### config.mk
export PLATFORM = sky130hd
export DESIGN_NAME = nice_ldbuf_dma
export DESIGN_NICKNAME = d
export VERILOG_FILES = /design/src/common/nice_isa_pkg.sv /design/src/common/nice_bus_pkg.sv /design/src/ldbuf/nice_ldbuf_dma.sv
export VERILOG_INCLUDE_DIRS = /design/src /design/src/common
export SDC_FILE = /design/constraint.sdc
export NUM_CORES = 1
export LEC_CHECK = 0
export ABC_AREA = 0
export BUFFER_PORTS_ARGS = -buffer_cell sky130_fd_sc_hd__buf_2
export CORE_MARGIN = 10
export CORE_UTILIZATION = 46
export DETAILED_ROUTE_END_ITERATION = 10
export GPL_TIMING_DRIVEN = 0
export HOLD_SLACK_MARGIN = 0.02
export PLACE_DENSITY = 0.8
export SYNTH_ARGS = -nofsm -noshare
export SYNTH_HDL_FRONTEND = slang
export SYNTH_SLANG_ARGS = --single-unit
### constraint.sdc
create_clock -name nice_clk -period 2.22 [get_ports nice_clk]
set_input_delay 0.222 -clock nice_clk [delete_from_list [all_inputs] [get_ports nice_clk]]
set_output_delay 0.222 -clock nice_clk [all_outputs]
set_load 0.1 [all_outputs]
### src/common/nice_config.svh
/*
 nice coprocessor build configuration
 widths, ldbuf batch size, parameter RAM depth and memory window
*/
`ifndef NICE_CONFIG_SVH
`define NICE_CONFIG_SVH

// register and bus data width
`define NICE_XLEN 32

// system memory address width
`define NICE_ADDR_W 32

// words copied by one ldbuf
`define NICE_LDBUF_BATCH 16

// parameter RAM address width, 1024 words
`define NICE_PRAM_AW 10

// window where the weight images live in system memory
`define NICE_MEM_OFFSET 32'h9000_4000

// byte step between consecutive word reads
`define NICE_WORD_STRIDE 4

`endif

### src/common/nice_isa_pkg.sv
/*
 nice instruction set definitions
 custom-3 encodings, operation codes and CPU request/response payloads
*/
`include "nice_config.svh"

package nice_isa_pkg;

   // R-type field layout
   typedef struct packed {
      logic [6:0] func7;
      logic [4:0] rs2;
      logic [4:0] rs1;
      logic [2:0] func3;
      logic [4:0] rd;
      logic [6:0] opcode;
   } rv_rtype_t;

   localparam logic [6:0] OPC_CUSTOM3 = 7'h7b;

   // func3/func7 pairs
   localparam logic [2:0] F3_RDSTAT = 3'b110;
   localparam logic [6:0] F7_RDSTAT = 7'b0000001;
   localparam logic [2:0] F3_START  = 3'b111;
   localparam logic [6:0] F7_START  = 7'b0000010;
   localparam logic [2:0] F3_LDBUF  = 3'b110;
   localparam logic [6:0] F7_LDBUF  = 7'b0000100;

   // rdstat status word layout
   localparam int STAT_BUSY_BIT  = 0;
   localparam int STAT_VALID_BIT = 1;

   // decoded operation, doubles as the controller state
   typedef enum logic [2:0] {IDLE, RDSTAT, START, LDBUF, ILLEGAL} nice_op_e;

   // ldbuf sequencer states
   typedef enum logic [1:0] {LD_IDLE, LD_ANS, LD_LOAD} ldbuf_state_e;

   typedef struct packed {
      logic [`NICE_XLEN-1:0] inst;
      logic [`NICE_XLEN-1:0] rs1;
      logic [`NICE_XLEN-1:0] rs2;
   } nice_req_t;

   typedef struct packed {
      logic [`NICE_XLEN-1:0] rdat;
      logic                  err;
   } nice_rsp_t;

endpackage

### src/common/nice_bus_pkg.sv
/*
 nice memory-side definitions
 ICB command/response, parameter RAM write and classifier interface types
*/
`include "nice_config.svh"

package nice_bus_pkg;

   ////////////////////////////////////////
   // ICB
   ////////////////////////////////////////
   typedef struct packed {
      logic [`NICE_ADDR_W-1:0] addr;
      logic                    read;
      logic [`NICE_XLEN-1:0]   wdata;
      logic [1:0]              size;
   } icb_cmd_t;

   typedef struct packed {
      logic [`NICE_XLEN-1:0] rdata;
      logic                  err;
   } icb_rsp_t;

   // word transfers only
   localparam logic [1:0] ICB_SIZE_WORD = 2'b10;

   ////////////////////////////////////////
   // parameter RAM and classifier
   ////////////////////////////////////////
   typedef struct packed {
      logic                     en;
      logic [`NICE_PRAM_AW-1:0] addr;
      logic [`NICE_XLEN-1:0]    data;
   } pram_wr_t;

   // weight is the low half of a RAM word
   typedef logic [15:0] weight_t;

   typedef logic [4:0] accel_class_t;

   typedef struct packed {
      logic         valid;
      accel_class_t cls;
   } accel_result_t;

endpackage

### src/ldbuf/nice_ldbuf_dma.sv
/*
 ldbuf DMA
 reads a fixed batch of words over ICB and writes them into the parameter RAM
*/
`include "nice_config.svh"

module nice_ldbuf_dma (
   input  logic                     nice_clk,
   input  logic                     nice_rst_n,
   input  logic                     go_i,
   input  logic [`NICE_XLEN-1:0]    rs1_i,
   input  logic [`NICE_XLEN-1:0]    rs2_i,
   output logic                     icb_cmd_valid_o,
   output nice_bus_pkg::icb_cmd_t   icb_cmd_o,
   input  logic                     icb_cmd_ready_i,
   input  logic                     icb_rsp_valid_i,
   input  nice_bus_pkg::icb_rsp_t   icb_rsp_i,
   output logic                     icb_rsp_ready_o,
   output nice_bus_pkg::pram_wr_t   pram_wr_o,
   output logic                     done_o,
   output logic                     err_o,
   output logic                     holdup_o,
   output logic                     loading_o
);

   localparam int CNT_W = $clog2(`NICE_LDBUF_BATCH) + 1;

   nice_isa_pkg::ldbuf_state_e state_q;
   logic                       cmd_valid_q;
   logic                       err_q;
   logic [CNT_W-1:0]           idx_q;
   logic [`NICE_ADDR_W-1:0]    addr_q;
   logic [`NICE_PRAM_AW-1:0]   base_q;
   logic [`NICE_XLEN-1:0]      buf_q;
   logic                       start;
   logic                       last;
   logic                       cmd_hs;
   logic                       rsp_hs;

   assign start  = (state_q == nice_isa_pkg::LD_IDLE) & go_i;
   assign last   = (idx_q == CNT_W'(`NICE_LDBUF_BATCH - 1));
   assign cmd_hs = icb_cmd_valid_o & icb_cmd_ready_i;
   // one read outstanding, so any response in ANS is ours
   assign rsp_hs = (state_q == nice_isa_pkg::LD_ANS) & icb_rsp_valid_i & icb_rsp_ready_o;

   ////////////////////////////////////////
   // sequencer
   ////////////////////////////////////////
   always_ff @(posedge nice_clk) begin
      if (!nice_rst_n) begin
         state_q     <= nice_isa_pkg::LD_IDLE;
         cmd_valid_q <= 1'b0;
         err_q       <= 1'b0;
         idx_q       <= '0;
      end else begin
         case (state_q)
            nice_isa_pkg::LD_IDLE: begin
               if (go_i) begin
                  state_q     <= nice_isa_pkg::LD_ANS;
                  cmd_valid_q <= 1'b1;
                  err_q       <= 1'b0;
                  idx_q       <= '0;
               end
            end
            nice_isa_pkg::LD_ANS: begin
               if (cmd_hs) begin
                  cmd_valid_q <= 1'b0;
               end
               if (rsp_hs) begin
                  state_q <= nice_isa_pkg::LD_LOAD;
                  if (icb_rsp_i.err) begin
                     err_q <= 1'b1;
                  end
               end
            end
            nice_isa_pkg::LD_LOAD: begin
               // word goes into the RAM this cycle
               if (last) begin
                  state_q <= nice_isa_pkg::LD_IDLE;
               end else begin
                  state_q     <= nice_isa_pkg::LD_ANS;
                  cmd_valid_q <= 1'b1;
                  idx_q       <= idx_q + CNT_W'(1);
               end
            end
            default: begin
               state_q <= nice_isa_pkg::LD_IDLE;
            end
         endcase
      end
   end

   // read address, RAM base and returned word
   always_ff @(posedge nice_clk) begin
      if (start) begin
         addr_q <= rs1_i + `NICE_MEM_OFFSET;
         base_q <= rs2_i[8 +: `NICE_PRAM_AW];
      end else if (state_q == nice_isa_pkg::LD_LOAD) begin
         addr_q <= addr_q + `NICE_ADDR_W'(`NICE_WORD_STRIDE);
      end
      if (rsp_hs) begin
         buf_q <= icb_rsp_i.rdata;
      end
   end

   ////////////////////////////////////////
   // outputs
   ////////////////////////////////////////
   assign icb_cmd_valid_o = cmd_valid_q;
   assign icb_cmd_o.addr  = addr_q;
   assign icb_cmd_o.read  = 1'b1;
   assign icb_cmd_o.wdata = '0;
   assign icb_cmd_o.size  = nice_bus_pkg::ICB_SIZE_WORD;
   assign icb_rsp_ready_o = 1'b1;

   assign pram_wr_o.en   = (state_q == nice_isa_pkg::LD_LOAD);
   assign pram_wr_o.addr = base_q + `NICE_PRAM_AW'(idx_q);
   assign pram_wr_o.data = buf_q;

   assign done_o    = (state_q == nice_isa_pkg::LD_LOAD) & last;
   assign err_o     = err_q;
   assign holdup_o  = (state_q != nice_isa_pkg::LD_IDLE);
   assign loading_o = holdup_o | go_i;

endmodule

# Word-level counts from Yosys, hierarchy flattened
# Index checks and enable logic that the tools add are counted.
[word_totals] register_bits=83 latchBits=0 mem_bits_rw=0 romBits=0 inputBits=102 output_inout_bits=116 elab_cells=51 mem_count=0
[op_classes] n_addsub=4 n_mul=0 n_div=0 magnitude_cmp=0 eq_ne=8 n_shift=0 mux=17 n_bitwise=5 reduce_logical=10
[op_table] cell="two-way mux 32 bit" count=2
[op_table] cell="adder 32 x 3 -> 32 bit, second input constant" count=1
[op_table] cell="adder 32 bit, second input constant" count=1
[op_table] cell="adder 10 x 5 -> 10 bit" count=1
[op_table] cell="two-way mux 5 bit" count=2
[op_table] cell="!= test 2 bit, second input constant" count=5
[op_table] cell="one-hot mux 5 bit (2 select lines)" count=1
[op_table] cell="AND reduction 4 bit" count=2
[op_table] cell="nonzero test 2 bit" count=4
[op_table] cell="two-way mux 1 bit" count=7
[op_table] cell="one-hot mux 2 bit (3 select lines)" count=1
[op_table] cell="adder 5 x 1 -> 5 bit, second input constant" count=1
[op_table] cell="== test 5 x 4 -> 1 bit, second input constant" count=1
[op_table] cell="bitwise AND 1 bit" count=4
[op_table] cell="two-way mux 2 bit" count=2
[op_table] cell="one-hot mux 1 bit (3 select lines)" count=1
[op_table] cell="AND reduction 3 bit" count=1
[op_table] cell="nonzero test 3 bit" count=1
[op_table] cell="== test 2 x 1 -> 1 bit, second input constant" count=1
[op_table] cell="== test 2 bit, second input constant" count=1
[op_table] cell="logical NOT 2 bit" count=1
[op_table] cell="one-hot mux 1 bit (2 select lines)" count=1
[op_table] cell="AND reduction 2 bit" count=1
[op_table] cell="OR 1 bit" count=1

# Longest topological paths before layout
[depth] word_depth=4 depth_mapped=8

# Worst setup path after synthesis
# Ideal clock, no wire load.
[synth_timing] kind="register -> output" from="reg base_q[1]" to="out pram_wr_o[41] (netlist bit)" arrival_time_ps=4527 t_required_ps=1998 slack_ps=-2529 stages_incl_launch_ff=6 n_path_buf=0 path_cell_list="edfxtp_1 > ha_1 > a21o_1 > a21oi_1 > nand2b_1 > o311ai_0"
[synth_rtl] item="from (decl)" line="nice_ldbuf_dma.sv:33" rtl="logic [`NICE_PRAM_AW-1:0] base_q;"
[synth_rtl] item="from (signal assigned)" line="nice_ldbuf_dma.sv:97" rtl="base_q <= rs2_i[8 +: `NICE_PRAM_AW];"
[synth_rtl] item="to (decl)" line="nice_ldbuf_dma.sv:19" rtl="output nice_bus_pkg::pram_wr_t pram_wr_o,"

==> summary.md <==
| Metric | Value |
|---|---|
| Root buffer cell | clkbuf_8 |
| Clock Latency Late Sink | 0.35 ns |
| Cells after DPL | 712 |
| Cell variety after synth | 44 |
| Avg Cell Area, Syn | 11.3 µm² |
| Critical Path Max Stage Delay | 0.40 ns |
| Non-Filler Instances | 742 |
| Max Transition Viols Final | 0 |
| WHS Path Cells | 1 |
| Failing checks | setup timing |
| Most numerous cell in the Yosys netlist | edfxtp_1 |
| CP max-delay cell | dfxtp_4 |
| 1st-pass router iterations | 4 |
| Hold Slack | 0.0447 ns |
| FMAX | 0.387 GHz |
| R2R cell count | 8 |
| EDFF count, synth | 74 |
| Seq/Total Area, Yosys | 54.5% |
| Port buffer count | 159 |
| Data required time of the worst path | 2.00 ns |
| Initial Util | 47.5% |
| Worst rel slew slack | 51.0% |
| Setup-failing EPs final | 6 |
| Vias in the first global route | 3704 |
| WS Path Type | reg -> out |
| Clock Skew | 0.0191 ns |
| Row cnt | 35 |
| Remaining DRCs | 0 |
| Pre-CTS setup slack | -0.563 ns |
| Largest net degree at the start of global routing | 35 |
| Post-synth top area cell | edfxtp_1 |
| Io pins | 218 |
| WP depth | 10 |
| Worst path arrival time | 2.37 ns |
| Critical path origin | idx_q[0]$_SDFFE_PN0P_ |
| Synth Instances | 390 |
| Total of max-cap violations | 0 |
| Post-synth top cells | 74 x edfxtp_1, 44 x nand2_1, 36 x buf_4, 32 x xor2_1, 24 x o21ai_0 |
| Reg2Reg Setup Slack | 0.09 ns |
| WL/cell | 17.9 µm |
| CP bufs+invs | 3 |
| Worst Hold Class | in -> reg |
| Fillers | 732 |
| TritonCTS clock tree | done |
| Pwr dens | 774 mW/mm² |
| Die width | 118 µm |
| Yosys warns | 0 |
| Vias/cell | 5.00 |
| Async set-reset flop share out of synthesis | 0% |
| Post-DP Area | 0.00563 mm² |
| End of the worst register-to-register path | idx_q[2]$_SDFFE_PN0P_ |
| Critical path's top delay family | adder cells |
| H-tree Lvls | 3 |
| Detailed-route via count | 3708 |
| Layout cells sized above 1 | 41.3% |
| Routability Congestion | 0.828 |
| Lkg Pwr | 2.64 nW |
| Post-Route Utilization | 65.9% |
| Post-synth top area share | 50.4% |
| Crit start category | flip-flop |
| Critical Path End Type | primary output |
| Yosys reg bits | 83 |
| Clock Path Buffers | 2 |
| Worst setup path endpoint | pram_wr_o[38] |
| Initial antenna violation count | 0 |
| Total negative setup slack | -1.12 ns |
| Status | complete, but fails checks |
| Final worst slack | -0.367 ns |
| Dpl hpwl | 10100 µm |
| Cell area after synthesis | 0.00441 mm² |
| Area Growth Syn to Fin | 38.8% |
| Minimum clock period | 2.59 ns |
| Worst-path clk slew | 0.09 ns |
| GRT Util Overall | 17.9% |
| Main flop type after synthesis | edfxtp_1 |
| Inserted Diodes | 0 |
| Aggregate routed wire length | 13300 µm |
| Core ar. | 0.00928 mm² |
| DIE AREA | 0.0139 mm² |
| Initial drt markers | 256 |
| Period utilization | 117% |
| Critical path fanouts, max | 5 |
| Worst reg2reg path startpoint | idx_q[0]$_SDFFE_PN0P_ |
| Overflow after GRT | 0 |
| Largest cells by area after synthesis | edfxtp_1 50%, xor2_1 6.4%, buf_4 6.1% |
| Nets | 720 |
| RSZ-0062 raised after global routing | yes |
| Finished layout cell area | 0.00612 mm² |
| Hold violation count in the final report | 0 |
| Worst-path cell chain | ha_4 > inv_2 > fa_2 > nor2b_2 > o21ai_2 > a21boi_2 > buf_4 > o21ai_4 > xnor2_4 > buf_12 |
| Routed Antenna Nets | 0 |
| Power, Total | 4.74 mW |
| Worst IR Drop VDD | 329 µV |
| Number of buffers created by CTS | 9 |
| Clock sinks | 83 |
| Tightest Pin Transition | 0.735 ns |
| Height of the die | 118 µm |
| First-pass GRT wire length | 20100 µm |
## report_power, final
group	internal [mW]	switching (mW)	leakage, nW
clock network	0.523	0.554	0.0966
logic	0.329	1.36	1.77
registers	1.85	0.125	0.774
## worst register-to-register path, delay by kind of cell, from the launching register on
kind / cells / cell delay (ns)
compound gates: 1 / 0.38
xor+xnor: 1 / 0.21
fa+ha+maj: 2 / 0.47
flops: 1 / 0.38
simple gates: 4 / 0.60
## registers in the layout, summed over array words and instances (netlist names)
register	flops
addr_q	32
buf_q	32
base_q	10
idx_q	5
state_q	2
err_o	1
icb_cmd_valid_o	1
## layout make-up
class / count / area [µm²] / area share [%]
buffer: 41 / 292 / 4.76
clock buffer: 10 / 128 / 2.08
clock inverter: 6 / 65.1 / 1.06
inverter: 15 / 56.3 / 0.920
multi-input combinational: 285 / 2000 / 32.7
sequential: 83 / 2410 / 39.3
tap: 129 / 161 / 2.64
timing repair buffer: 173 / 1010 / 16.6
## kinds of logic after synthesis
kind of cell / count (synthesis) / synth area share [%]
multiplexers: 5 / 1.14
buffers and inverters: 56 / 7.83
other: 2 / 0.170
AO/OA/AOI/OAI: 49 / 6.61
AND/OR/NAND/NOR: 134 / 16.6
flip-flops: 83 / 54.5
XOR/XNOR: 51 / 10.1
adder cells (fa/ha/maj): 10 / 3.01
## timing repair
action | CTS | global route
hold endpoints to repair | 0 | 7
setup endpoints to repair | 41 | 15
resized for setup | 31 | 16
hold buffers | 0 | 7
buffers inserted | 6 | 2
pin swaps | 10 | 5
## worst min path at each step
stage                          end     startpoint
2_1_floorplan  base_q[0]$_DFFE_PP_       rs2_i[8]
3_3_place_gp    buf_q[5]$_DFFE_PP_   icb_rsp_i[6]
3_5_place_dp   base_q[0]$_DFFE_PP_       rs2_i[8]
4_1_cts        base_q[0]$_DFFE_PP_       rs2_i[8]
5_1_grt        buf_q[20]$_DFFE_PP_  icb_rsp_i[21]
6_report       base_q[0]$_DFFE_PP_       rs2_i[8]
## cell usage in the layout, fill, tap and decap left out, drive strengths merged, types with 9 or more instances in the layout
cell type and count:
xnor2 19, nand2 45, nor2 19, xor2 32, inv 15, conb 36, dfxtp 9, nand4 19
a21oi 9, clkbuf 16, nand3 14, ha 9, o21ai 27, buf 201, edfxtp 74
## metal layers
metal  GRT usage [%]  wire [µm]  vias to the layer above  part of all wire [%]
li1                -          -                     1774                     -
met2            30.3       6540                      185                    49
met4            5.87        221                        0                   1.7
met3            5.61       1030                       18                   7.8
met1            21.0       5480                     1731                    41
met5               0          0                        -                     0
Power figures use the tool's default switching activity.
