### src/common/nice_config.svh
/*
 nice coprocessor build configuration
 widths, ldbuf batch size, parameter RAM depth and memory window
*/
`ifndef NICE_CONFIG_SVH
`define NICE_CONFIG_SVH

// register and bus data width
`define NICE_XLEN 32

// system memory address width
`define NICE_ADDR_W 32

// words copied by one ldbuf
`define NICE_LDBUF_BATCH 16

// parameter RAM address width, 1024 words
`define NICE_PRAM_AW 10

// window where the weight images live in system memory
`define NICE_MEM_OFFSET 32'h9000_4000

// byte step between consecutive word reads
`define NICE_WORD_STRIDE 4

`endif

### src/common/nice_isa_pkg.sv
/*
 nice instruction set definitions
 custom-3 encodings, operation codes and CPU request/response payloads
*/
`include "nice_config.svh"

package nice_isa_pkg;

   // R-type field layout
   typedef struct packed {
      logic [6:0] func7;
      logic [4:0] rs2;
      logic [4:0] rs1;
      logic [2:0] func3;
      logic [4:0] rd;
      logic [6:0] opcode;
   } rv_rtype_t;

   localparam logic [6:0] OPC_CUSTOM3 = 7'h7b;

   // func3/func7 pairs
   localparam logic [2:0] F3_RDSTAT = 3'b110;
   localparam logic [6:0] F7_RDSTAT = 7'b0000001;
   localparam logic [2:0] F3_START  = 3'b111;
   localparam logic [6:0] F7_START  = 7'b0000010;
   localparam logic [2:0] F3_LDBUF  = 3'b110;
   localparam logic [6:0] F7_LDBUF  = 7'b0000100;

   // rdstat status word layout
   localparam int STAT_BUSY_BIT  = 0;
   localparam int STAT_VALID_BIT = 1;

   // decoded operation, doubles as the controller state
   typedef enum logic [2:0] {IDLE, RDSTAT, START, LDBUF, ILLEGAL} nice_op_e;

   // ldbuf sequencer states
   typedef enum logic [1:0] {LD_IDLE, LD_ANS, LD_LOAD} ldbuf_state_e;

   typedef struct packed {
      logic [`NICE_XLEN-1:0] inst;
      logic [`NICE_XLEN-1:0] rs1;
      logic [`NICE_XLEN-1:0] rs2;
   } nice_req_t;

   typedef struct packed {
      logic [`NICE_XLEN-1:0] rdat;
      logic                  err;
   } nice_rsp_t;

endpackage

### src/verilog/nice_ctrl.sv
/*
 nice command controller
 decodes custom-3 instructions, sequences each command, builds the response
*/
`include "nice_config.svh"

module nice_ctrl (
   input  logic                        nice_clk,
   input  logic                        nice_rst_n,
   input  logic                        req_valid_i,
   input  nice_isa_pkg::nice_req_t     req_i,
   output logic                        req_ready_o,
   output logic                        rsp_valid_o,
   output nice_isa_pkg::nice_rsp_t     rsp_o,
   input  logic                        rsp_ready_i,
   input  logic                        busy_i,
   input  logic                        run_i,
   input  logic                        result_valid_i,
   input  logic [`NICE_XLEN-1:0]       result_i,
   input  logic                        ldbuf_done_i,
   input  logic                        ldbuf_err_i,
   output logic                        ldbuf_go_o,
   output logic [`NICE_XLEN-1:0]       ldbuf_rs1_o,
   output logic [`NICE_XLEN-1:0]       ldbuf_rs2_o,
   output logic                        run_req_o,
   output nice_isa_pkg::nice_op_e      op_o,
   output logic                        active_o
);

   nice_isa_pkg::rv_rtype_t inst;
   nice_isa_pkg::nice_op_e  dec_op;
   nice_isa_pkg::nice_op_e  state_q;
   logic                    launch_q;
   logic                    done_q;
   logic                    req_hs;
   logic                    rsp_hs;
   logic [`NICE_XLEN-1:0]   rs1_q;
   logic [`NICE_XLEN-1:0]   rs2_q;
   logic [`NICE_XLEN-1:0]   stat_word;

   ////////////////////////////////////////
   // decode
   ////////////////////////////////////////
   assign inst = req_i.inst;

   always_comb begin
      dec_op = nice_isa_pkg::ILLEGAL;
      if (inst.opcode == nice_isa_pkg::OPC_CUSTOM3) begin
         if (inst.func3 == nice_isa_pkg::F3_RDSTAT && inst.func7 == nice_isa_pkg::F7_RDSTAT) begin
            dec_op = nice_isa_pkg::RDSTAT;
         end else if (inst.func3 == nice_isa_pkg::F3_START &&
                      inst.func7 == nice_isa_pkg::F7_START) begin
            dec_op = nice_isa_pkg::START;
         end else if (inst.func3 == nice_isa_pkg::F3_LDBUF &&
                      inst.func7 == nice_isa_pkg::F7_LDBUF) begin
            dec_op = nice_isa_pkg::LDBUF;
         end
      end
   end

   assign req_ready_o = (state_q == nice_isa_pkg::IDLE);
   assign req_hs      = req_valid_i & req_ready_o;
   assign rsp_hs      = rsp_valid_o & rsp_ready_i;
   assign active_o    = (state_q == nice_isa_pkg::IDLE) ? req_valid_i : 1'b1;

   // status block sees the operation only on its accept cycle
   assign op_o = req_hs ? dec_op : nice_isa_pkg::IDLE;

   // operands, held for the whole command
   always_ff @(posedge nice_clk) begin
      if (req_hs) begin
         rs1_q <= req_i.rs1;
         rs2_q <= req_i.rs2;
      end
   end

   assign ldbuf_rs1_o = rs1_q;
   assign ldbuf_rs2_o = rs2_q;

   // start waits for an idle classifier, ldbuf for a stopped run
   assign run_req_o  = (state_q == nice_isa_pkg::START) & ~launch_q;
   assign ldbuf_go_o = (state_q == nice_isa_pkg::LDBUF) & ~launch_q & ~run_i;

   ////////////////////////////////////////
   // command FSM
   ////////////////////////////////////////
   always_ff @(posedge nice_clk) begin
      if (!nice_rst_n) begin
         state_q  <= nice_isa_pkg::IDLE;
         launch_q <= 1'b0;
         done_q   <= 1'b0;
      end else if (state_q == nice_isa_pkg::IDLE) begin
         if (req_hs) begin
            state_q <= dec_op;
         end
      end else if (rsp_hs) begin
         state_q  <= nice_isa_pkg::IDLE;
         launch_q <= 1'b0;
         done_q   <= 1'b0;
      end else begin
         // same grant the status block uses to set run
         if ((run_req_o & ~busy_i) | ldbuf_go_o) begin
            launch_q <= 1'b1;
         end
         if (state_q == nice_isa_pkg::LDBUF && ldbuf_done_i) begin
            done_q <= 1'b1;
         end
      end
   end

   ////////////////////////////////////////
   // response
   ////////////////////////////////////////
   always_comb begin
      stat_word = '0;
      stat_word[nice_isa_pkg::STAT_BUSY_BIT]  = busy_i;
      stat_word[nice_isa_pkg::STAT_VALID_BIT] = result_valid_i;
   end

   always_comb begin
      rsp_valid_o = 1'b0;
      rsp_o       = '0;
      case (state_q)
         nice_isa_pkg::RDSTAT: begin
            rsp_valid_o = 1'b1;
            if (rs1_q == `NICE_XLEN'd0) begin
               rsp_o.rdat = stat_word;
            end else if (rs1_q == `NICE_XLEN'd1) begin
               rsp_o.rdat = result_i;
            end
         end
         nice_isa_pkg::START: begin
            rsp_valid_o = launch_q;
            rsp_o.rdat  = `NICE_XLEN'd1;
         end
         nice_isa_pkg::LDBUF: begin
            rsp_valid_o = done_q;
            rsp_o.rdat  = `NICE_XLEN'd1;
            rsp_o.err   = ldbuf_err_i;
         end
         nice_isa_pkg::ILLEGAL: begin
            rsp_valid_o = 1'b1;
            rsp_o.err   = 1'b1;
         end
         default: begin
         end
      endcase
   end

endmodule

### config.mk
export PLATFORM = sky130hd
export DESIGN_NAME = nice_ctrl
export DESIGN_NICKNAME = d
export VERILOG_FILES = /design/src/common/nice_isa_pkg.sv /design/src/verilog/nice_ctrl.sv
export VERILOG_INCLUDE_DIRS = /design/src /design/src/common
export SDC_FILE = /design/constraint.sdc
export NUM_CORES = 1
export LEC_CHECK = 0
export ABC_CLOCK_PERIOD_IN_PS = 3100
export BUFFER_PORTS_ARGS = -buffer_cell sky130_fd_sc_hd__buf_2
export CORE_AREA = 2 2 95 97
export CTS_CLUSTER_DIAMETER = 30
export DETAILED_ROUTE_END_ITERATION = 8
export DIE_AREA = 0 0 97 99
export GPL_ROUTABILITY_DRIVEN = 0
export HOLD_SLACK_MARGIN = 0.08
export PLACE_DENSITY = 0.7
export RECOVER_POWER = 25
export SYNTH_ARGS = -nofsm -noshare
export SYNTH_HDL_FRONTEND = slang
export SYNTH_SLANG_ARGS = --single-unit
### constraint.sdc
create_clock -name nice_clk -period 3.1 [get_ports nice_clk]
set_input_delay 0.155 -clock nice_clk [delete_from_list [all_inputs] [get_ports nice_clk]]
set_output_delay 0.155 -clock nice_clk [all_outputs]
set_load 0.005 [all_outputs]
# Yosys cells after proc, flatten, opt, wreduce, memory -nomap -nowiden

Index checks and enable logic that the tools add are counted.

Equality and inequality tests: 12
Mux-type cells: 18
Reduce and logical (&&, ||, !) cells: 14
Bitwise gates (word level): 11

Operator list:

| cell                | count |
|---|---|
| $mux 32             | 2 |
| $pmux 32 s2         | 1 |
| $eq 32x1->1 const B | 1 |
| $logic_not 32->1    | 1 |
| $mux 3              | 8 |
| $eq 3x3->1 const B  | 3 |
| $eq 7x1->1 const B  | 1 |
| $eq 7x2->1 const B  | 1 |
| $eq 7x3->1 const B  | 1 |
| $eq 7x7->1 const B  | 1 |
| $and 1x1->1         | 6 |
| $eq 3x2->1 const B  | 2 |
| $reduce_and 2->1    | 3 |
| $reduce_bool 2->1   | 3 |
| $mux 1              | 5 |
| $logic_and 1x1->1   | 4 |
| $not 1->1           | 4 |
| $reduce_or 2->1     | 2 |
| $eq 3x1->1 const B  | 1 |
| $logic_not 3->1     | 1 |
| $pmux 1 s3          | 1 |
| $ne 2x1->1 const B  | 1 |
| $pmux 1 s2          | 1 |
| $or 1x1->1          | 1 |

Bits of input ports: 137
Flip-flop bits (word level): 69

# Depth between registers and ports, before layout

Gate-level depths: netlist of run 1.

Word-level depth: 8
Gate-level depth with buffers: 6

# Least setup slack after synthesis of run 1

No wires, ideal clock.

Path kind: flip-flop to flip-flop
Start: reg state_q[2]
End: reg rs1_q[0], in the netlist ldbuf_rs1_o[0] (enable)
Path slack: 0.565 ns
Cell stages (with the launch flop): 5
Required time: 2.681 ns
Path buffers: 1
Arrival: 2.117 ns
Period minus slack after synthesis: 2.535 ns
Setup time: 0.419 ns
Cells stage by stage: dfxtp_1 -> clkbuf_2 -> nor3_2 -> nand2_1 -> inv_1

Longest elaborated chain between the ends: 2

RTL lines:

| element                | line            | RTL |
|---|---|---|
| start, declared        | nice_ctrl.sv:32 | `nice_isa_pkg::nice_op_e state_q;` |
| start signal, assigned | nice_ctrl.sv:89 | `state_q <= nice_isa_pkg::IDLE;` |
| start signal, assigned | nice_ctrl.sv:94 | `state_q <= dec_op;` |
| start signal, assigned | nice_ctrl.sv:97 | `state_q <= nice_isa_pkg::IDLE;` |
| $logic_not 3->1        | nice_ctrl.sv:61 | `assign req_ready_o = (state_q == nice_isa_pkg::IDLE);` |
| net req_ready_o        | nice_ctrl.sv:12 | `output logic req_ready_o,` |
| $and 1x1->1            | nice_ctrl.sv:62 | `assign req_hs = req_valid_i & req_ready_o;` |
| net req_hs             | nice_ctrl.sv:35 | `logic req_hs;` |
| end signal, assigned   | nice_ctrl.sv:72 | `rs1_q <= req_i.rs1;` |
| end, declared          | nice_ctrl.sv:37 | `` logic [`NICE_XLEN-1:0] rs1_q; `` |

The timed path passes the listed nets, and every way through them passes these cells.
A chain may end at the register's enable or synchronous reset.

==> results of run 1 <==
==> sequential cells by signal (all words and copies together) (netlist names) <==
register,count
ldbuf_rs1_o,32
ldbuf_rs2_o,32
state_q,3
done_q,1
launch_q,1
==> kinds of logic (layout without fill, tap and decap cells) <==
group | after synthesis | in the layout | synth area share, %
xor+xnor | 1 | 1 | 0.321
compound gates | 15 | 15 | 3.63
buf+inv | 8 | 313 | 1.29
other cells | 0 | 1 | 0
simple gates | 76 | 76 | 19.4
mux | 3 | 3 | 1.15
flops | 69 | 69 | 74.2
==> worst max-delay path: stages (launching register included) <==
cell,delay [ns]
edfxtp_1,0.45
nor4_1,0.44
nand4_1,0.30
nor4_4,0.33
buf_4,0.27
and2_2,0.19
buf_2,0.11
==> where the power goes <==
part / switching [uW] / leakage [uW] / internal, uW
Combinational: 103 / 0.00149 / 156
Clock: 376 / 0.000113 / 467
Sequential: 23.9 / 0.000655 / 1080
Total: 503 / 0.00226 / 1700
==> layout by cell type, fill, tap and decap left out, types with 5 or more instances in the layout <==
cell,synthesis,final
and2_2,29,29
buf_2,0,222
nor2b_1,5,5
dfxtp_1,5,5
clkbuf_8,0,9
nor4_1,8,8
nand2b_1,5,5
edfxtp_1,64,64
nand2_1,5,5
dlygate4sd3_1,0,66
==> layout make-up <==
class	instances	area share [%]
diodes	1	0.0511
clock buffers	9	2.53
clock inverters	7	2.15
inverters	2	0.153
multi-input cells	95	13.8
flip-flops and latches	69	41.3
well taps	108	2.76
repair buffers	295	37.2
==> through the flow <==
step / total power, uW / utilization (%) / instances / setup WS (ns) / hold WS [ns]
6_report: 2210 / 57.2 / 586 / 0.522 / 0.151
5_1_grt: 2290 / 57.2 / 586 / 0.306 / 0.185
4_1_cts: 2220 / 57.3 / 585 / 0.486 / 0.139
3_5_place_dp: 1320 / 46.9 / 503 / 0.875 / 0.333
3_3_place_gp: 1310 / 46.9 / 503 / 0.921 / 0.331
2_1_floorplan: 1170 / - / 172 / 0.565 / 0.254
==> worst max-delay path by stage <==
| stage | endpoint | slack [ns] | startpoint | cells after the start |
|---|---|---|---|---|
| final | rsp_o[21] | 0.52 | ldbuf_rs1_o[11] | 6 |
| after global routing | rsp_o[26] | 0.31 | ldbuf_rs1_o[11] | 6 |
| after global placement | rsp_o[21] | 0.92 | ldbuf_rs1_o[1] | 6 |
| after floorplan | ldbuf_rs1_o[0] | 0.56 | state_q[2] | 4 |
| after detailed placement | rsp_o[21] | 0.88 | ldbuf_rs1_o[11] | 6 |
| after CTS | rsp_o[21] | 0.49 | ldbuf_rs1_o[1] | 6 |
==> layer usage <==
layer,GRT usage [%],part of all wire [%]
met1,19.8,37
met2,33.7,50
met3,7.59,11
met4,7.04,2.5
met5,0,0
==> metrics.md, run 1 <==
| Metric | Value |
|---|---|
| Reg clk slew, reported paths | `0.08 ns` |
| DRC Markers | `0` |
| I/O pin total | `242` |
| Post-detail-place hpwl | `6390 um` |
| Cell count after synthesis | `172` |
| RSZ-0062 raised after global routing | `false` |
| Maximum net fanout on the critical path | `30` |
| Avg Cell Area, Syn | `15.8 um2` |
| Slew headroom | `57.8%` |
| Clk_skew | `0.00542 ns` |
| DR WL/cell | `15.9 um` |
| # H-tree levels | `3` |
| Sequential fraction of the synthesis area | `74.2%` |
| Register bit total from synthesis | `69` |
| Hold Path Sink | `state_q[2]` |
| Hold Crit Start | `rsp_ready_i` |
| Top-area cell type share of the netlist area | `70.5%` |
| DP Area | `4010 um2` |
| Yosys cell types | `37` |
| Nets | `609` |
| Final Cycle Share | `83.2%` |
| Synthesized Nets | `309` |
| Reg2reg start | `state_q[0]` |
| Worst EP arrival | `2.42 ns` |
| Root Driver | `clkbuf_8` |
| Post-DRT Antenna Nets | `0` |
| Power per cell area | `451 nW/um2` |
| Worst-Margin Slew | `0.632 ns` |
| Crit path kind | `flip-flop to output pin` |
| Setup crit start kind | `flip-flop` |
| Std-Cell Rows | `34` |
| Hold Crit Class | `primary input to flip-flop` |
| Die Wd | `97 um` |
| Area grow syn2layout | `79.6%` |
| Num CTS Buffers | `9` |
| Fin. max-slew vios | `0` |
| Post-synth top area cell | `edfxtp_1` |
| Fin. Hold Viols | `0` |
| Multi-input gate area | `677 um2` |
| Hold Crit Depth | `4` |
| Yosys warns | `0` |
| Clock latency on the worst-skew pair | `0.34 ns` |
| Outcome | `finished clean` |
| First-pass GRT wire length | `13900 um` |
| Most instantiated cells after synthesis | `edfxtp_1 (64), and2_2 (29), nor4_1 (8)` |
| Top post-synthesis cells by area | `edfxtp_1 (71%), and2_2 (8.0%), dfxtp_1 (3.7%)` |
| CP endpoint kind | `output pin` |
| Post-synth EDFFs | `64` |
| CTS tree | `yes` |
| Min Tclk post-route | `2.58 ns` |
| Reg2reg path depth | `4` |
| Reg-to-Reg End | `ldbuf_rs1_o[8]` |
| VDD IR max | `0.000466 V` |
| Dominant synthesized flop cell | `edfxtp_1` |
| Initial antenna violation count | `1` |
| Gr usage total | `18.8%` |
| Initial core utilization | `31.9%` |
| Worst Path Required | `2.94 ns` |
| Pin count of the biggest net entering global routing | `39` |
| Grt total ovfl | `0` |
| Share of cells above drive strength 1 | `58.1%` |
| Drt pass-1 iters | `5` |
| Worst R2R Setup Slack | `1.07 ns` |
| Die area | `9600 um2` |
| CTS resizes | `0` |
| Number of max-cap violations | `0` |
| Hold buffers post-CTS | `66` |
| Vias in the first global route | `2803` |
| # clock sinks | `69` |
| Count leader, synth | `edfxtp_1` |
| Count of final setup violators | `0` |
| DR iter-0 viols | `77` |
| Vias | `2645` |
| Setup_tns | `0 ns` |
| Die Ht | `99 um` |
| Final instance area | `4890 um2` |
| Aggregate routed wire length | `9290 um` |
| Post-CTS setup buffer count | `0` |
| Clock Tree Buf Depth | `2` |
| Avg Vias per Cell | `4.51` |
| Leak pwr | `0.00226 uW` |
| Core area | `8550 um2` |
| # fillers | `712` |
| F_max | `0.388 GHz` |
| Seq. cell area | `2020 um2` |
| Ys async rst share | `0%` |
| Port bufs | `226` |
| Cell Area, Synth | `2730 um2` |
Note: power is estimated with default switching activity, not from simulation.
==> run 2: changes to the inputs <==
ABC_CLOCK_PERIOD_IN_PS = 2100   (was 3100)
CORE_AREA = unset   (was 2 2 95 97)
CORE_ASPECT_RATIO = 0.8   (was unset)
CORE_MARGIN = 2   (was unset)
CORE_UTILIZATION = 34   (was unset)
DIE_AREA = unset   (was 0 0 97 99)
PLACE_DENSITY = 0.77   (was 0.7)
clock period = 2.1 ns   (was 3.1 ns; I/O delays follow)
==> run 2 against run 1 <==
  * The run now ends with negative setup slack left
  * Critical endpoint is now rsp_o[12]
  * Sequential cell count unchanged
  * Combinational power increased by 54%
  * Clock-buffer cell count unchanged
  * Critical path type unchanged
==> metrics.md, run 2 (synthesis results as in run 1) <==
| Metric | Value |
|---|---|
| Setup_tns | `-2.91 ns (-2.91 ns)` |
| Met2 WL | `5100 um (+10%)` |
| Pin count of the biggest net entering global routing | `39 (unchanged)` |
| Top routing layer used | `met4` |
| Clock latency on the worst-skew pair | `0.35 ns (about the same)` |
| Setup WS post-layout | `-0.111 ns (-0.632 ns)` |
| Worst EP arrival | `2.11 ns (-0.31 ns)` |
| Outcome | `finished with violations` |
| Leak pwr | `0.00235 uW (+4.0%)` |
| Power per cell area | `597 nW/um2 (+32%)` |
| DR iter-0 viols | `122 (+58%)` |
| Routed wl met3 | `640 um (-37%)` |
| Port bufs | `226 (unchanged)` |
| Crit path kind | `flip-flop to output pin` |
| Std-Cell Rows | `29 (-15%)` |
| WHS | `0.112 ns (-0.0389 ns)` |
| VDD IR max | `0.000545 V (+17%)` |
| Worst setup path start | `ldbuf_rs1_o[24]` |
| DRC Markers | `0 (unchanged)` |
| Aggregate routed wire length | `9600 um (+3.3%)` |
| # H-tree levels | `3 (unchanged)` |
| Critical-path top delay cell | `edfxtp_1` |
| Post-detail-place hpwl | `5970 um (-6.6%)` |
| Hold Crit Start | `rsp_ready_i` |
| DR WL/cell | `16.1 um (+1.4%)` |
| CP endpoint kind | `output pin` |
| Initial core utilization | `34.8% (+2.9 points)` |
| Gr usage total | `20.1% (+1.3 points)` |
| Grt total ovfl | `0 (unchanged)` |
| Failing checks | `negative setup slack` |
| First-pass GRT wire length | `13500 um (-3.1%)` |
| Count of final setup violators | `31 (+31)` |
| Vias | `2684 (+1.5%)` |
| Worst Path Required | `2.00 ns (-0.94 ns)` |
| Post-DRT Antenna Nets | `0 (unchanged)` |
| I/O pin total | `242 (unchanged)` |
| Die area | `8750 um2 (-8.9%)` |
| Wire length on met1 | `3760 um (+10%)` |
| Fin. max-slew vios | `0 (unchanged)` |
| Cell Chain, Critical Path | `nor4_2 > nand4_1 > nor4_4 > buf_4 > buf_6 > and2_4 > buf_6` |
| Nets | `621 (+2.0%)` |
| Setup crit start kind | `flip-flop` |
| F_max | `0.452 GHz` |
| Maximum net fanout on the critical path | `8 (-73%)` |
| Core area | `7840 um2 (-8.3%)` |
| Avg Vias per Cell | `4.50 (-0.40%)` |
| Initial antenna violation count | `0 (-1)` |
| Most common cell after layout, fill and taps aside | `buf_2` |
| Finished Core Util | `66.7% (+9.4 points)` |
| Reg2reg start | `state_q[2]` |
| Die Ht | `84.1 um (-15%)` |
| Most frequent cell on the critical path | `buf_6` |
| Root Driver | `clkbuf_8` |
| # fillers | `583 (-18%)` |
| Total Power | `3120 uW (+41%)` |
| Share of cells above drive strength 1 | `61.6% (+3.5 points)` |
| Vias in the first global route | `2682 (-4.3%)` |
| # clock sinks | `69 (unchanged)` |
| Final Cycle Share | `105%` |
| Area grow syn2layout | `91.7%` |
| Slew headroom | `74.8% (+17 points)` |
| Clk_skew | `0.0112 ns (+0.00576 ns)` |
| Fin. Hold Viols | `0 (unchanged)` |
| CTS tree | `yes` |
| Reg clk slew, reported paths | `0.08 ns (about the same)` |
| Clock Tree Buf Depth | `2 (unchanged)` |
| Max stage delay on crit path | `0.41 ns (-0.04 ns)` |
| Die Wd | `104 um (+7.3%)` |
| Number of max-cap violations | `0 (unchanged)` |
| Worst-Margin Slew | `0.374 ns (-0.258 ns)` |
| Antenna Cells | `0 (-1)` |
| Min Tclk post-route | `2.21 ns` |
| Commonest cells after routing, fill and taps aside | `buf_2 (202), dlygate4sd3_1 (66), edfxtp_1 (64)` |
| Drt pass-1 iters | `4 (-1)` |
| RSZ-0062 raised after global routing | `true` |
| Hold Crit Class | `primary input to flip-flop` |
| Num CTS Buffers | `9 (unchanged)` |
-- run 2: cell count changes in the layout (fill, tap and decap cells not counted), moves of 4 or more --
cell,change
buf_6,+25
and2_2,-23
and2_4,+23
buf_2,-20
buf_4,+9
nor4_1,-6
nor4_2,+4
-- run 2: per-layer routing --
| metal | vias to the layer above | global-route usage, % |
|---|---|---|
| met2 | 112 | 35.1 |
| met1 | 1287 | 23.9 |
| met4 | 0 | 5.16 |
| met3 | 10 | 6.71 |
| li1 | 1275 | - |
| met5 | - | 0 |
-- run 2: final timing paths --
path                                   end  slack, ns  cells after the start
worst min-delay path            state_q[2]       0.11                      4
worst max-delay path             rsp_o[12]      -0.11                      7
worst min register to register    launch_q       0.57                      2
worst max register to register  state_q[2]       0.40                      6
-- run 2: what timing repair did --
| action | in CTS | in global routing |
|---|---|---|
| endpoints found under the hold margin | 68 | 0 |
| hold buffers | 66 | 0 |
| cloned | 1 | 2 |
| setup buffers | 2 | 5 |
| pin swaps | 5 | 26 |
| resized for setup | 11 | 54 |
| endpoints found under the setup margin | 32 | 32 |
-- run 2: cell type report --
cell class              count  area [um2]  area share (%)
flip-flops and latches     69        2020            38.7
clock buffers               9         124            2.37
clock inverters             7        81.3            1.56
multi-input cells          95         776            14.9
inverters                   2        11.3           0.216
repair buffers            307        2070            39.7
well taps                 108         135            2.59
-- run 2: metrics by stage --
step,cells,setup WS [ns],instance area [um2]
2_1_floorplan,172,0.0324,2730
3_3_place_gp,505,0.0914,4020
3_5_place_dp,505,0.00408,4020
4_1_cts,590,-0.141,4970
5_1_grt,597,-0.222,5220
6_report,597,-0.111,5220
-- run 2: report_power, final --
group | switching (uW) | internal, uW
sequential | 42.1 | 1600
clock | 605 | 473
combinational | 158 | 241
-- run 2: worst max-delay path: cells and delay by family (launching register included) --
kind                   cells  cell delay [ns]
and+or+nand+nor            4             0.93
DFF                        1             0.41
buffers and inverters      3             0.42
