$ cat config.mk
export PLATFORM = sky130hd
export DESIGN_NAME = nice_status_regs
export DESIGN_NICKNAME = d
export VERILOG_FILES = /design/src/common/nice_isa_pkg.sv /design/src/common/nice_bus_pkg.sv /design/src/verilog/nice_status_regs.sv
export VERILOG_INCLUDE_DIRS = /design/src /design/src/common
export SDC_FILE = /design/constraint.sdc
export NUM_CORES = 1
export LEC_CHECK = 0
export BUFFER_PORTS_ARGS = -buffer_cell sky130_fd_sc_hd__buf_2
export CELL_PAD_IN_SITES_DETAIL_PLACEMENT = 0
export CELL_PAD_IN_SITES_GLOBAL_PLACEMENT = 1
export CORE_ASPECT_RATIO = 1.1
export CORE_MARGIN = 1
export CORE_UTILIZATION = 21
export DETAILED_ROUTE_END_ITERATION = 8
export PLACE_DENSITY_LB_ADDON = 0.3
export SYNTH_ARGS = -nofsm -noshare
export SYNTH_HDL_FRONTEND = slang
export SYNTH_SLANG_ARGS = --single-unit
$ cat constraint.sdc
create_clock -name nice_clk -period 0.8 [get_ports nice_clk]
set_input_delay 0.16 -clock nice_clk [delete_from_list [all_inputs] [get_ports nice_clk]]
set_output_delay 0.16 -clock nice_clk [all_outputs]
set_load 0.005 [all_outputs]
$ cat src/common/nice_config.svh
/*
 nice coprocessor build configuration
 widths, ldbuf batch size, parameter RAM depth and memory window
*/
`ifndef NICE_CONFIG_SVH
`define NICE_CONFIG_SVH

// register and bus data width
`define NICE_XLEN 32

// system memory address width
`define NICE_ADDR_W 32

// words copied by one ldbuf
`define NICE_LDBUF_BATCH 16

// parameter RAM address width, 1024 words
`define NICE_PRAM_AW 10

// window where the weight images live in system memory
`define NICE_MEM_OFFSET 32'h9000_4000

// byte step between consecutive word reads
`define NICE_WORD_STRIDE 4

`endif

$ cat src/common/nice_isa_pkg.sv
/*
 nice instruction set definitions
 custom-3 encodings, operation codes and CPU request/response payloads
*/
`include "nice_config.svh"

package nice_isa_pkg;

   // R-type field layout
   typedef struct packed {
      logic [6:0] func7;
      logic [4:0] rs2;
      logic [4:0] rs1;
      logic [2:0] func3;
      logic [4:0] rd;
      logic [6:0] opcode;
   } rv_rtype_t;

   localparam logic [6:0] OPC_CUSTOM3 = 7'h7b;

   // func3/func7 pairs
   localparam logic [2:0] F3_RDSTAT = 3'b110;
   localparam logic [6:0] F7_RDSTAT = 7'b0000001;
   localparam logic [2:0] F3_START  = 3'b111;
   localparam logic [6:0] F7_START  = 7'b0000010;
   localparam logic [2:0] F3_LDBUF  = 3'b110;
   localparam logic [6:0] F7_LDBUF  = 7'b0000100;

   // rdstat status word layout
   localparam int STAT_BUSY_BIT  = 0;
   localparam int STAT_VALID_BIT = 1;

   // decoded operation, doubles as the controller state
   typedef enum logic [2:0] {IDLE, RDSTAT, START, LDBUF, ILLEGAL} nice_op_e;

   // ldbuf sequencer states
   typedef enum logic [1:0] {LD_IDLE, LD_ANS, LD_LOAD} ldbuf_state_e;

   typedef struct packed {
      logic [`NICE_XLEN-1:0] inst;
      logic [`NICE_XLEN-1:0] rs1;
      logic [`NICE_XLEN-1:0] rs2;
   } nice_req_t;

   typedef struct packed {
      logic [`NICE_XLEN-1:0] rdat;
      logic                  err;
   } nice_rsp_t;

endpackage

$ cat src/common/nice_bus_pkg.sv
/*
 nice memory-side definitions
 ICB command/response, parameter RAM write and classifier interface types
*/
`include "nice_config.svh"

package nice_bus_pkg;

   ////////////////////////////////////////
   // ICB
   ////////////////////////////////////////
   typedef struct packed {
      logic [`NICE_ADDR_W-1:0] addr;
      logic                    read;
      logic [`NICE_XLEN-1:0]   wdata;
      logic [1:0]              size;
   } icb_cmd_t;

   typedef struct packed {
      logic [`NICE_XLEN-1:0] rdata;
      logic                  err;
   } icb_rsp_t;

   // word transfers only
   localparam logic [1:0] ICB_SIZE_WORD = 2'b10;

   ////////////////////////////////////////
   // parameter RAM and classifier
   ////////////////////////////////////////
   typedef struct packed {
      logic                     en;
      logic [`NICE_PRAM_AW-1:0] addr;
      logic [`NICE_XLEN-1:0]    data;
   } pram_wr_t;

   // weight is the low half of a RAM word
   typedef logic [15:0] weight_t;

   typedef logic [4:0] accel_class_t;

   typedef struct packed {
      logic         valid;
      accel_class_t cls;
   } accel_result_t;

endpackage

$ cat src/verilog/nice_status_regs.sv
/*
 nice status registers
 run, busy and result flags, class latch and classifier start/reset control
*/
`include "nice_config.svh"

module nice_status_regs (
   input  logic                        nice_clk,
   input  logic                        nice_rst_n,
   input  nice_isa_pkg::nice_op_e      op_i,
   input  logic                        run_req_i,
   input  logic                        ldbuf_done_i,
   input  nice_bus_pkg::accel_result_t accel_result_i,
   output logic                        busy_o,
   output logic                        run_o,
   output logic                        result_valid_o,
   output logic [`NICE_XLEN-1:0]       result_o,
   output logic                        accel_start_o,
   output logic                        accel_rst_n_o,
   output nice_bus_pkg::accel_result_t result_class_o
);

   logic                       run_q;
   logic                       run_prev_q;
   logic                       load_q;
   logic                       rvalid_q;
   logic                       rst_rel_q;
   nice_bus_pkg::accel_class_t class_q;

   always_ff @(posedge nice_clk) begin
      if (!nice_rst_n) begin
         run_q      <= 1'b0;
         run_prev_q <= 1'b0;
         load_q     <= 1'b0;
         rvalid_q   <= 1'b0;
         rst_rel_q  <= 1'b0;
      end else begin
         // classifier result ends the run
         if (accel_result_i.valid) begin
            run_q <= 1'b0;
         end else if (run_req_i & ~busy_o) begin
            run_q <= 1'b1;
         end
         run_prev_q <= run_q;
         if (op_i == nice_isa_pkg::LDBUF) begin
            load_q <= 1'b1;
         end else if (ldbuf_done_i) begin
            load_q <= 1'b0;
         end
         if (accel_result_i.valid) begin
            rvalid_q <= 1'b1;
         end else if (op_i == nice_isa_pkg::START || op_i == nice_isa_pkg::LDBUF) begin
            rvalid_q <= 1'b0;
         end
         // released once, never asserted again
         if (ldbuf_done_i) begin
            rst_rel_q <= 1'b1;
         end
      end
   end

   always_ff @(posedge nice_clk) begin
      if (accel_result_i.valid) begin
         class_q <= accel_result_i.cls;
      end
   end

   assign busy_o         = run_q | load_q;
   assign run_o          = run_q;
   assign result_valid_o = rvalid_q;
   assign result_o       = `NICE_XLEN'(class_q);
   // one pulse per rising edge of run
   assign accel_start_o  = run_q & ~run_prev_q;
   assign accel_rst_n_o  = rst_rel_q;

   assign result_class_o.valid = rvalid_q;
   assign result_class_o.cls   = class_q;

endmodule

Yosys cells after proc, flatten, opt, wreduce, memory -nomap -nowiden. Cells that the tools add are included. Widths: inputs -> output; s select.

Logic and storage cells: 22. Flip-flop bits (word level): 10. Input bits: 13. Output and inout bits: 43.

Multiplexer cells: 4. Equal/unequal tests: 2. Reductions and logical operators: 4. Bitwise operators: 6.

Operators with widths (number): $eq 3x2->1 const B (2); $mux 1 (4); $reduce_bool 2->1 (2); $not 1->1 (3); $and 1x1->1 (2); $reduce_or 2->1 (1); $logic_or 1x1->1 (1); $or 1x1->1 (1).

Logic depth before layout (Yosys ltp). Gate-level depths: netlist (run 1).

Word-level depth: 4. Depth in mapped cells: 2. Depth with buffers taken out: 2.

Least setup slack after synthesis (run 1). No wires, ideal clock.

Path kind: register -> output. Start point: register run_q (netlist: run_o). End point: output port busy_o. Setup slack: 46 ps. Stages on the path, launching flop included: 2. Data arrival time: 594 ps. Path buffers: 0. Path through: dfxtp_1 or2_2.

Cells in the longest elaborated chain, start to end: 1.

Ends and longest elaborated chain: start: declaration (RTL line nice_status_regs.sv:23) `logic run_q;`; start signal: assignment (RTL line nice_status_regs.sv:32) `run_q <= 1'b0;`; start signal: assignment (RTL line nice_status_regs.sv:40) `run_q <= 1'b0;`; start signal: assignment (RTL line nice_status_regs.sv:42) `run_q <= 1'b1;`; $or 1x1->1 (RTL line nice_status_regs.sv:68) `assign busy_o = run_q | load_q;`; end: declaration (RTL line nice_status_regs.sv:14) `output logic busy_o,`.

No other way between the ends.

Worst setup path after layout (run 1).
Start point: register load_q. End point: output port busy_o.

Cells in the longest elaborated chain, start to end: 1.

Ends and longest elaborated chain: start: declaration (RTL line nice_status_regs.sv:25) `logic load_q;`; start signal: assignment (RTL line nice_status_regs.sv:34) `load_q <= 1'b0;`; start signal: assignment (RTL line nice_status_regs.sv:46) `load_q <= 1'b1;`; start signal: assignment (RTL line nice_status_regs.sv:48) `load_q <= 1'b0;`; $or 1x1->1 (RTL line nice_status_regs.sv:68).

No other way between the ends.

==> results of run 1 <==
## cells in the mapped netlist (all sizes together)
cell and instances:
conb 1, or2 1, o21ai 1, dfxtp 5, and2 1, inv 1
edfxtp 5, and3b 1, nor2b 3, o211a 1, nand2 2, o21a 1
a31o 1, buf 33
## final timing paths
check                        to
setup / recovery         busy_o
hold / removal       class_q[0]
setup reg to reg         load_q
hold reg to reg   accel_rst_n_o
## flip-flops by register name, summed over array words and instances (netlist names)
| name | count |
|---|---|
| result_valid_o | 1 |
| load_q | 1 |
| run_o | 1 |
| accel_rst_n_o | 1 |
| class_q | 5 |
| run_prev_q | 1 |
## cell families (layout without fill, tap and decap cells)
family,after synthesis,in the layout,synth area share [%]
AO/OA/AOI/OAI,4,4,5.342
buffers and inverters,34,38,42.95
flip-flops,10,10,42.74
other,1,27,0.6404
AND/OR/NAND/NOR,8,8,8.336
## power groups by stage
| stage | clock, W | combinational (W) | sequential (W) |
|---|---|---|---|
| final | 0.000351 | 0.000201 | 0.000594 |
| after detailed placement | 0 | 0.000165 | 0.000602 |
| after floorplan | 0 | 0.000183 | 0.000607 |
| after global routing | 0.000399 | 0.000231 | 0.000599 |
| after global placement | 0 | 0.000165 | 0.000600 |
| after CTS | 0.000382 | 0.000193 | 0.000595 |
## cell type report
cell class / count / area [um2]
clock buffers: 4 / 26.28
inverters: 1 / 3.754
multi-input cells: 39 / 183.9
flip-flops and latches: 10 / 255.2
well taps: 31 / 38.79
repair buffers: 33 / 209.0
fillers: 298 / 1851
## stage by stage
step	hold WS [ns]	setup TNS (ns)
finish	0.07397	-2.191
global route	0.06402	-2.991
CTS	0.05864	-2.476
detailed placement	0.3385	-0.07495
global placement	0.3374	-0.06727
floorplan	0.2589	0
## timing repair
action	4_1_cts	5_1_grt
endpoints found under the setup margin	16	19
pin swaps	1	3
hold buffers	0	0
gates resized for setup	10	0
buffers inserted	1	2
## metal layers
metal  GRT usage (%)  up-vias  part of all wire [%]
met1           4.878      171                    31
met5               0        -                     0
met4           4.511        0                  0.67
met3           5.067        2                    18
li1                -      181                     -
met2           10.85       34                    51
==> impl_metrics.yaml, run 1 <==
setup_path:
  worstSetupPathType: "flop to output pin"
  reg2regPathDepth: 3
  crit_cells: 2
  cp_max_fo: 2
  cp_data_required_time_ns: 0.64
  critPathLaunchType: "flop"
  slowest_stage: "dfxtp_2"
  crit_buf_inv: 1
  cp.arrival_ns: 0.92
  cp_cell_sequence: "or2_4 > buf_6"
  max_stage_delay_ns: 0.32
  crit_family: "flip-flops"
  r2r_setup_slack_ns: -0.07
  crit_path_end_kind: "output pin"
  cp-startpoint: "load_q"
  reg2reg_from: "load_q"
detailed_routing:
  dr.pass1.iters: 2
  viasPerCell: 3.288
  drt.antenna.violating_nets: 0
  wirelength_um: 902
  wl_per_cell_um: 7.644
  drc: 0
  vias: 388
  drtIter0Drc: 2
sta:
  fin_ws_ns: -0.2840
  rsz0062_at_grt: "true"
  maxSlewViolCount: 0
  setup_viol: 19
  hold_viol: 0
  min_period_ns: 1.084
  fin_skew_ns: 0.003163
  period_share_pct: 135.5
  max_freq_mhz: 922.5
global_route:
  track_usage_pct: 6.495
  grt_pass1_vias: 323
  grt_max_degree: 8
  antenna_found_initial: 0
  grt_pass1_wl_um: 1297
  overflow: 0
pwr:
  leakage_nw: 0.3937
  powerDensity_mw_per_mm2: 1599
  ir_worst_vdd_mv: 0.6090
  clkPwrFrac_pct: 30.7
  total_power_w: 0.001147
  power_frac_seq_pct: 51.8
  switching_power_w: 0.0002647
  comb_power_share_pct: 17.5
  p_sw_share_pct: 23.09
  internal_power_w: 0.0008818
clock_tree:
  clockBufferDepth: 2
  clk_latency_ns: 0.26
  clk_pin_slew_ns: 0.06
  cts_tree: "done"
  root_buffer: "clkbuf_4"
  cts_made_buffers: 3
  cts.sinks: 10
  h-tree-depth: 1
min_path:
  hp-start: "accel_result_i[0]"
  hp-class: "input port to flop"
  hold_path_depth: 1
yosys:
  synth_top_area_cell: "buf_4"
  yosysTopAreaCellShare_pct: 42.31
  ys_warn_count: 0
  synthTopCellsByArea: "buf_4, edfxtp_1, dfxtp_1, nor2b_1, o211a_1"
  synth-seq-cells: 10
  synth_area_um2: 585.6
  ys_seq_area_share_pct: 42.74
  syn_inst: 57
  syn_area_per_cell_um2: 10.27
  yosysUniqueCellTypes: 14
finish:
  fin_util_pct: 27.92
  final_cell_mix: "conb_1, buf_2, edfxtp_1, buf_6, buf_4"
  stdcell_area_um2: 716.9
  drive_gt1_share_pct: 48.28
  final_cells: 118
  syn_to_final_growth_pct: 22.44
  n_antenna_cell: 0
  layout_commonest_cell: "conb_1"
  layout.nets: 101
floorplanning:
  fp.dieH_um: 57.38
  io_pins: 56
  num_rows: 19
  die_area_mm2: 0.003004
  die_w_um: 52.35
  initial_core_util_pct: 22.81
  core-area_mm2: 0.002567
run_status:
  status: "complete, but fails checks"
  violations: "negative setup slack"
placed_design:
  preCtsSetupSlack_ns: -0.07495
  place_area_um2: 629.4
  dpl.hpwl_um: 764
  dp.cells: 111
  place_congestion: 0.5891
  io_buffers: 28
run:
  maxCapViolations: 0
Power figures use the tool's default switching activity.
==> inputs of run 2 (changes only) <==
--- a/config.mk
+++ b/config.mk
@@ -7,11 +7,10 @@
 export NUM_CORES = 1
 export LEC_CHECK = 0
 export BUFFER_PORTS_ARGS = -buffer_cell sky130_fd_sc_hd__buf_2
-export CELL_PAD_IN_SITES_DETAIL_PLACEMENT = 0
-export CELL_PAD_IN_SITES_GLOBAL_PLACEMENT = 1
 export CORE_ASPECT_RATIO = 1.1
 export CORE_MARGIN = 1
-export CORE_UTILIZATION = 21
+export CORE_UTILIZATION = 31
+export CTS_CLUSTER_DIAMETER = 50
 export DETAILED_ROUTE_END_ITERATION = 8
 export PLACE_DENSITY_LB_ADDON = 0.3
 export SYNTH_ARGS = -nofsm -noshare
==> run 2 against run 1 <==
  * The flow finishes with violations (design-rule violations, negative setup slack)
  * Global-route usage grew 0.90 points
  * Worst hold slack is essentially flat
  * Clock skew is essentially flat
  * Sequential share of layout area grew 2.5 points
  * Clock-buffer cell count is the same
  * Combinational power shrank 11%
  * Power shrank 1.7%
  * Maximum frequency shrank 0.77%
  * Critical endpoint unchanged
==> impl_metrics.yaml, run 2 (synthesis gave the netlist of run 1 again) <==
finish:
  layout_commonest_cell: "conb_1"
  largest_register_ffs: 5
  syn_to_final_growth_pct: 14.32
  fin_util_pct: 37.57
  n_antenna_cell: 0
  final_cell_mix: "conb_1, buf_2, edfxtp_1"
  stdcell_area_um2: 669.4
  layout.nets: 97
  drive_gt1_share_pct: 46.99
  fillers: 190
  top_register: "class_q"
clock_tree:
  cts_made_buffers: 3
  cts_tree: "done"
  root_buffer: "clkbuf_4"
  clockBufferDepth: 2
  clk_latency_ns: 0.26
  clk_pin_slew_ns: 0.06
  h-tree-depth: 1
  cts.sinks: 10
sta:
  fin_ws_ns: -0.2924
  fin_skew_ns: 0.002732
  rsz0062_at_grt: "true"
  maxSlewViolCount: 0
  max_freq_mhz: 915.4
  min_period_ns: 1.092
  setup_viol: 16
  period_share_pct: 136.5
  hold_viol: 0
floorplanning:
  fp.dieH_um: 47.58
  die_w_um: 43.44
  die_area_mm2: 0.002067
  num_rows: 16
  core-area_mm2: 0.001782
  initial_core_util_pct: 32.87
  io_pins: 56
detailed_routing:
  drt.antenna.violating_nets: 0
  met3_length_um: 116
  wl_met1_um: 265
  drtIter0Drc: 11
  viasPerCell: 3.535
  highest_layer: "met3"
  dr.pass1.iters: 5
  vias: 357
  wl_per_cell_um: 7.356
  drc: 10
  wl_met2_um: 361
  wirelength_um: 743
global_route:
  overflow: 0
  track_usage_pct: 7.398
  antenna_found_initial: 0
  grt_pass1_wl_um: 1076
  grt_pass1_vias: 265
  grt_max_degree: 8
pwr:
  powerDensity_mw_per_mm2: 1684
  ir_worst_vdd_mv: 0.7909
  total_power_w: 0.001127
  leakage_nw: 0.3723
setup_path:
  critPathLaunchType: "flop"
  cp_data_required_time_ns: 0.64
  cp_max_fo: 3
  r2r_setup_slack_ns: 0.03
  cp.arrival_ns: 0.93
  crit_path_end_kind: "output pin"
  worstSetupPathType: "flop to output pin"
run_status:
  status: "complete, but fails checks"
  violations: "design-rule violations, negative setup slack"
placed_design:
  place_congestion: 0.6680
  place_area_um2: 605.6
  dpl.hpwl_um: 613.8
  io_buffers: 28
min_path:
  hp-class: "input port to flop"
run:
  maxCapViolations: 0
[run 2: final cells by class]
class | count | area, um2 | area share (%)
inverter | 1 | 3.754 | 0.5607
tap | 18 | 22.52 | 3.364
multi-input combinational | 39 | 191.4 | 28.60
sequential | 10 | 255.2 | 38.13
clock buffer | 4 | 26.28 | 3.925
timing repair buffer | 29 | 170.2 | 25.42
[run 2: metrics by stage]
step,std cells,setup TNS (ns),hold WS [ns],setup WS [ns]
6_report,101,-2.103,0.07411,-0.2924
5_1_grt,101,-2.762,0.06117,-0.3263
4_1_cts,101,-2.382,0.06458,-0.2975
3_5_place_dp,97,-0.06519,0.3396,-0.06519
3_3_place_gp,97,-0.05838,0.3379,-0.05838
2_1_floorplan,83,0,0.2589,0.04577
[run 2: final timing paths]
| kind | endpoint | startpoint | cells past startpoint |
|---|---|---|---|
| hold reg to reg | accel_rst_n_o | accel_rst_n_o | 1 |
| setup reg to reg | load_q | load_q | 2 |
| setup / recovery | busy_o | load_q | 2 |
| hold / removal | class_q[1] | accel_result_i[1] | 1 |
[run 2: repair_timing]
action	4_1_cts	5_1_grt
resized for setup	5	6
setup endpoints to repair	16	17
setup buffers	0	0
hold endpoints to repair	0	0
pin swaps	1	1
hold buffers	0	0
[run 2: power by group]
group          internal, W  leakage (nW)  switching (W)
clock network     0.000192        0.0150       0.000161
logic            0.0000936         0.266      0.0000844
registers         0.000577        0.0914      0.0000180
total             0.000863         0.372       0.000264
[run 2: critical path, stage by stage, from the launching register on]
cell     delay, ns
dfxtp_2       0.32
or2_4         0.24
buf_6         0.11
[run 2: per-layer routing]
layer / up-vias / track usage, %
met1: 146 / 7.816
met4: 0 / 5.625
li1: 175 / -
met3: 0 / 3.019
met2: 36 / 12.12
met5: - / 0
==> inputs of run 3 (changes only) <==
--- a/config.mk
+++ b/config.mk
@@ -7,7 +7,6 @@
 export NUM_CORES = 1
 export LEC_CHECK = 0
 export BUFFER_PORTS_ARGS = -buffer_cell sky130_fd_sc_hd__buf_2
-export CORE_ASPECT_RATIO = 1.1
 export CORE_MARGIN = 1
 export CORE_UTILIZATION = 31
 export CTS_CLUSTER_DIAMETER = 50
==> run 3 against run 2 <==
  * The flow finishes with violations (negative setup slack)
  * Routed wire length increased by 17%
  * Clock power about the same
  * Combinational power about the same
  * Non-clock buffer count increased by 2
  * Sequential share of layout area decreased by 0.56 points
  * Die area about the same
  * Power about the same
  * Final area increased by 1.5%
  * Final cell count increased by 8.9%
==> impl_metrics.yaml, run 3 (synthesis gave the netlist of run 1 again) <==
floorplanning:
  core-area_mm2: 0.001745
  num_rows: 15
  initial_core_util_pct: 33.55
  fp.dieH_um: 45.46
  die_area_mm2: 0.002067
  io_pins: 56
  die_w_um: 45.46
detailed_routing:
  dr.pass1.iters: 2
  wirelength_um: 869
  drt.antenna.violating_nets: 0
  vias: 373
  drtIter0Drc: 1
  wl_per_cell_um: 7.900
  viasPerCell: 3.391
  drc: 0
sta:
  fin_skew_ns: 0.004375
  rsz0062_at_grt: "true"
  maxSlewViolCount: 0
  hold_viol: 0
  fin_ws_ns: -0.2988
  min_period_ns: 1.099
  hold-worst-slack_ns: 0.07171
  max_freq_mhz: 910.0
  setup_viol: 18
  period_share_pct: 137.4
clock_tree:
  clockBufferDepth: 2
  clk_pin_slew_ns: 0.07
  cts_tree: "done"
  root_buffer: "clkbuf_4"
  h-tree-depth: 1
  cts.sinks: 10
  hold_buffers: 0
  cts_made_buffers: 3
  clk_latency_ns: 0.26
finish:
  drive_gt1_share_pct: 47.06
  fin_util_pct: 38.92
  final_cells: 110
  layout.nets: 99
  largest_register_ffs: 5
  syn_to_final_growth_pct: 16.03
  final_cell_mix: "conb_1, buf_2, edfxtp_1"
  layout_commonest_cell: "conb_1"
  top_register: "class_q"
  n_antenna_cell: 0
setup_path:
  cp_data_required_time_ns: 0.64
  critPathLaunchType: "flop"
  cp_max_fo: 2
  cp.arrival_ns: 0.94
  worstSetupPathType: "flop to output pin"
  reg2reg_from: "load_q"
  reg2regPathDepth: 4
  r2r-end: "load_q"
  crit_path_end_kind: "output pin"
  r2r_setup_slack_ns: -0.18
global_route:
  grt_max_degree: 8
  grt_pass1_vias: 299
  track_usage_pct: 8.437
  grt_pass1_wl_um: 1145
  overflow: 0
  antenna_found_initial: 0
min_path:
  hp-class: "input port to flop"
  hp-start: "accel_result_i[1]"
  min_to: "class_q[1]"
  hold_path_depth: 1
placed_design:
  dp.cells: 104
  place_congestion: 0.6363
  io_buffers: 28
  dpl.hpwl_um: 683.5
run:
  maxCapViolations: 0
pwr:
  leakage_nw: 0.3808
  ir_worst_vdd_mv: 0.8227
  powerDensity_mw_per_mm2: 1659
run_status:
  violations: "negative setup slack"
  status: "complete, but fails checks"
-- run 3: cell count changes in the layout (fill, tap and decap cells not counted) --
cell      change
buf_2         +1
buf_4         +2
nor2b_1       +1
clkbuf_1      -1
nor2b_4       -1
clkinv_1      +1
buf_6         -1
-- run 3: worst max-delay path by stage --
stage | from | to | depth (start not counted)
after floorplan | run_o | busy_o | 1
after global placement | load_q | busy_o | 2
after detailed placement | load_q | busy_o | 2
after CTS | load_q | busy_o | 2
after global routing | load_q | busy_o | 2
final | load_q | busy_o | 2
-- run 3: critical path, stage by stage, from the launching register on --
cell,delay (ns)
dfxtp_2,0.32
or2_4,0.24
buf_6,0.11
-- run 3: repair_timing --
item                       in CTS  in global routing
gates resized for setup         5                  3
pin swaps                       1                  0
buffers inserted                1                  1
setup endpoints to repair      16                 17
-- run 3: where the power goes --
group / leakage [nW] / total [W] / switching (W) / internal, W
Combinational: 0.274 / 0.000180 / 0.0000872 / 0.0000927
Clock: 0.0154 / 0.000353 / 0.000173 / 0.000180
Sequential: 0.0914 / 0.000594 / 0.0000169 / 0.000577
Total: 0.381 / 0.00113 / 0.000277 / 0.000850
-- run 3: layer usage --
layer	vias up	routed length, um	track usage (%)
met2	35	434	14.86
met1	159	338	6.880
li1	179	-	-
met5	-	0	0
met4	0	0	5.455
met3	0	95	5.159
-- run 3: cell type report --
cell class	count	area (um2)
fill	192	1066
clock inverter	1	3.754
multi-input combinational	39	183.9
timing repair buffer	31	178.9
clock buffer	3	22.52
inverter	1	3.754
sequential	10	255.2
tap	25	31.28
-- run 3: per-stage QoR --
stage	worst slack (ns)	instance area (um2)	setup TNS (ns)	power [W]
after floorplan	0.04577	683.2	0	0.0007899
after global placement	-0.05908	614.3	-0.05908	0.0007599
after detailed placement	-0.06509	614.3	-0.06509	0.0007624
after CTS	-0.3083	660.6	-2.591	0.001147
after global routing	-0.3277	679.4	-3.072	0.001200
final	-0.2988	679.4	-2.356	0.001127
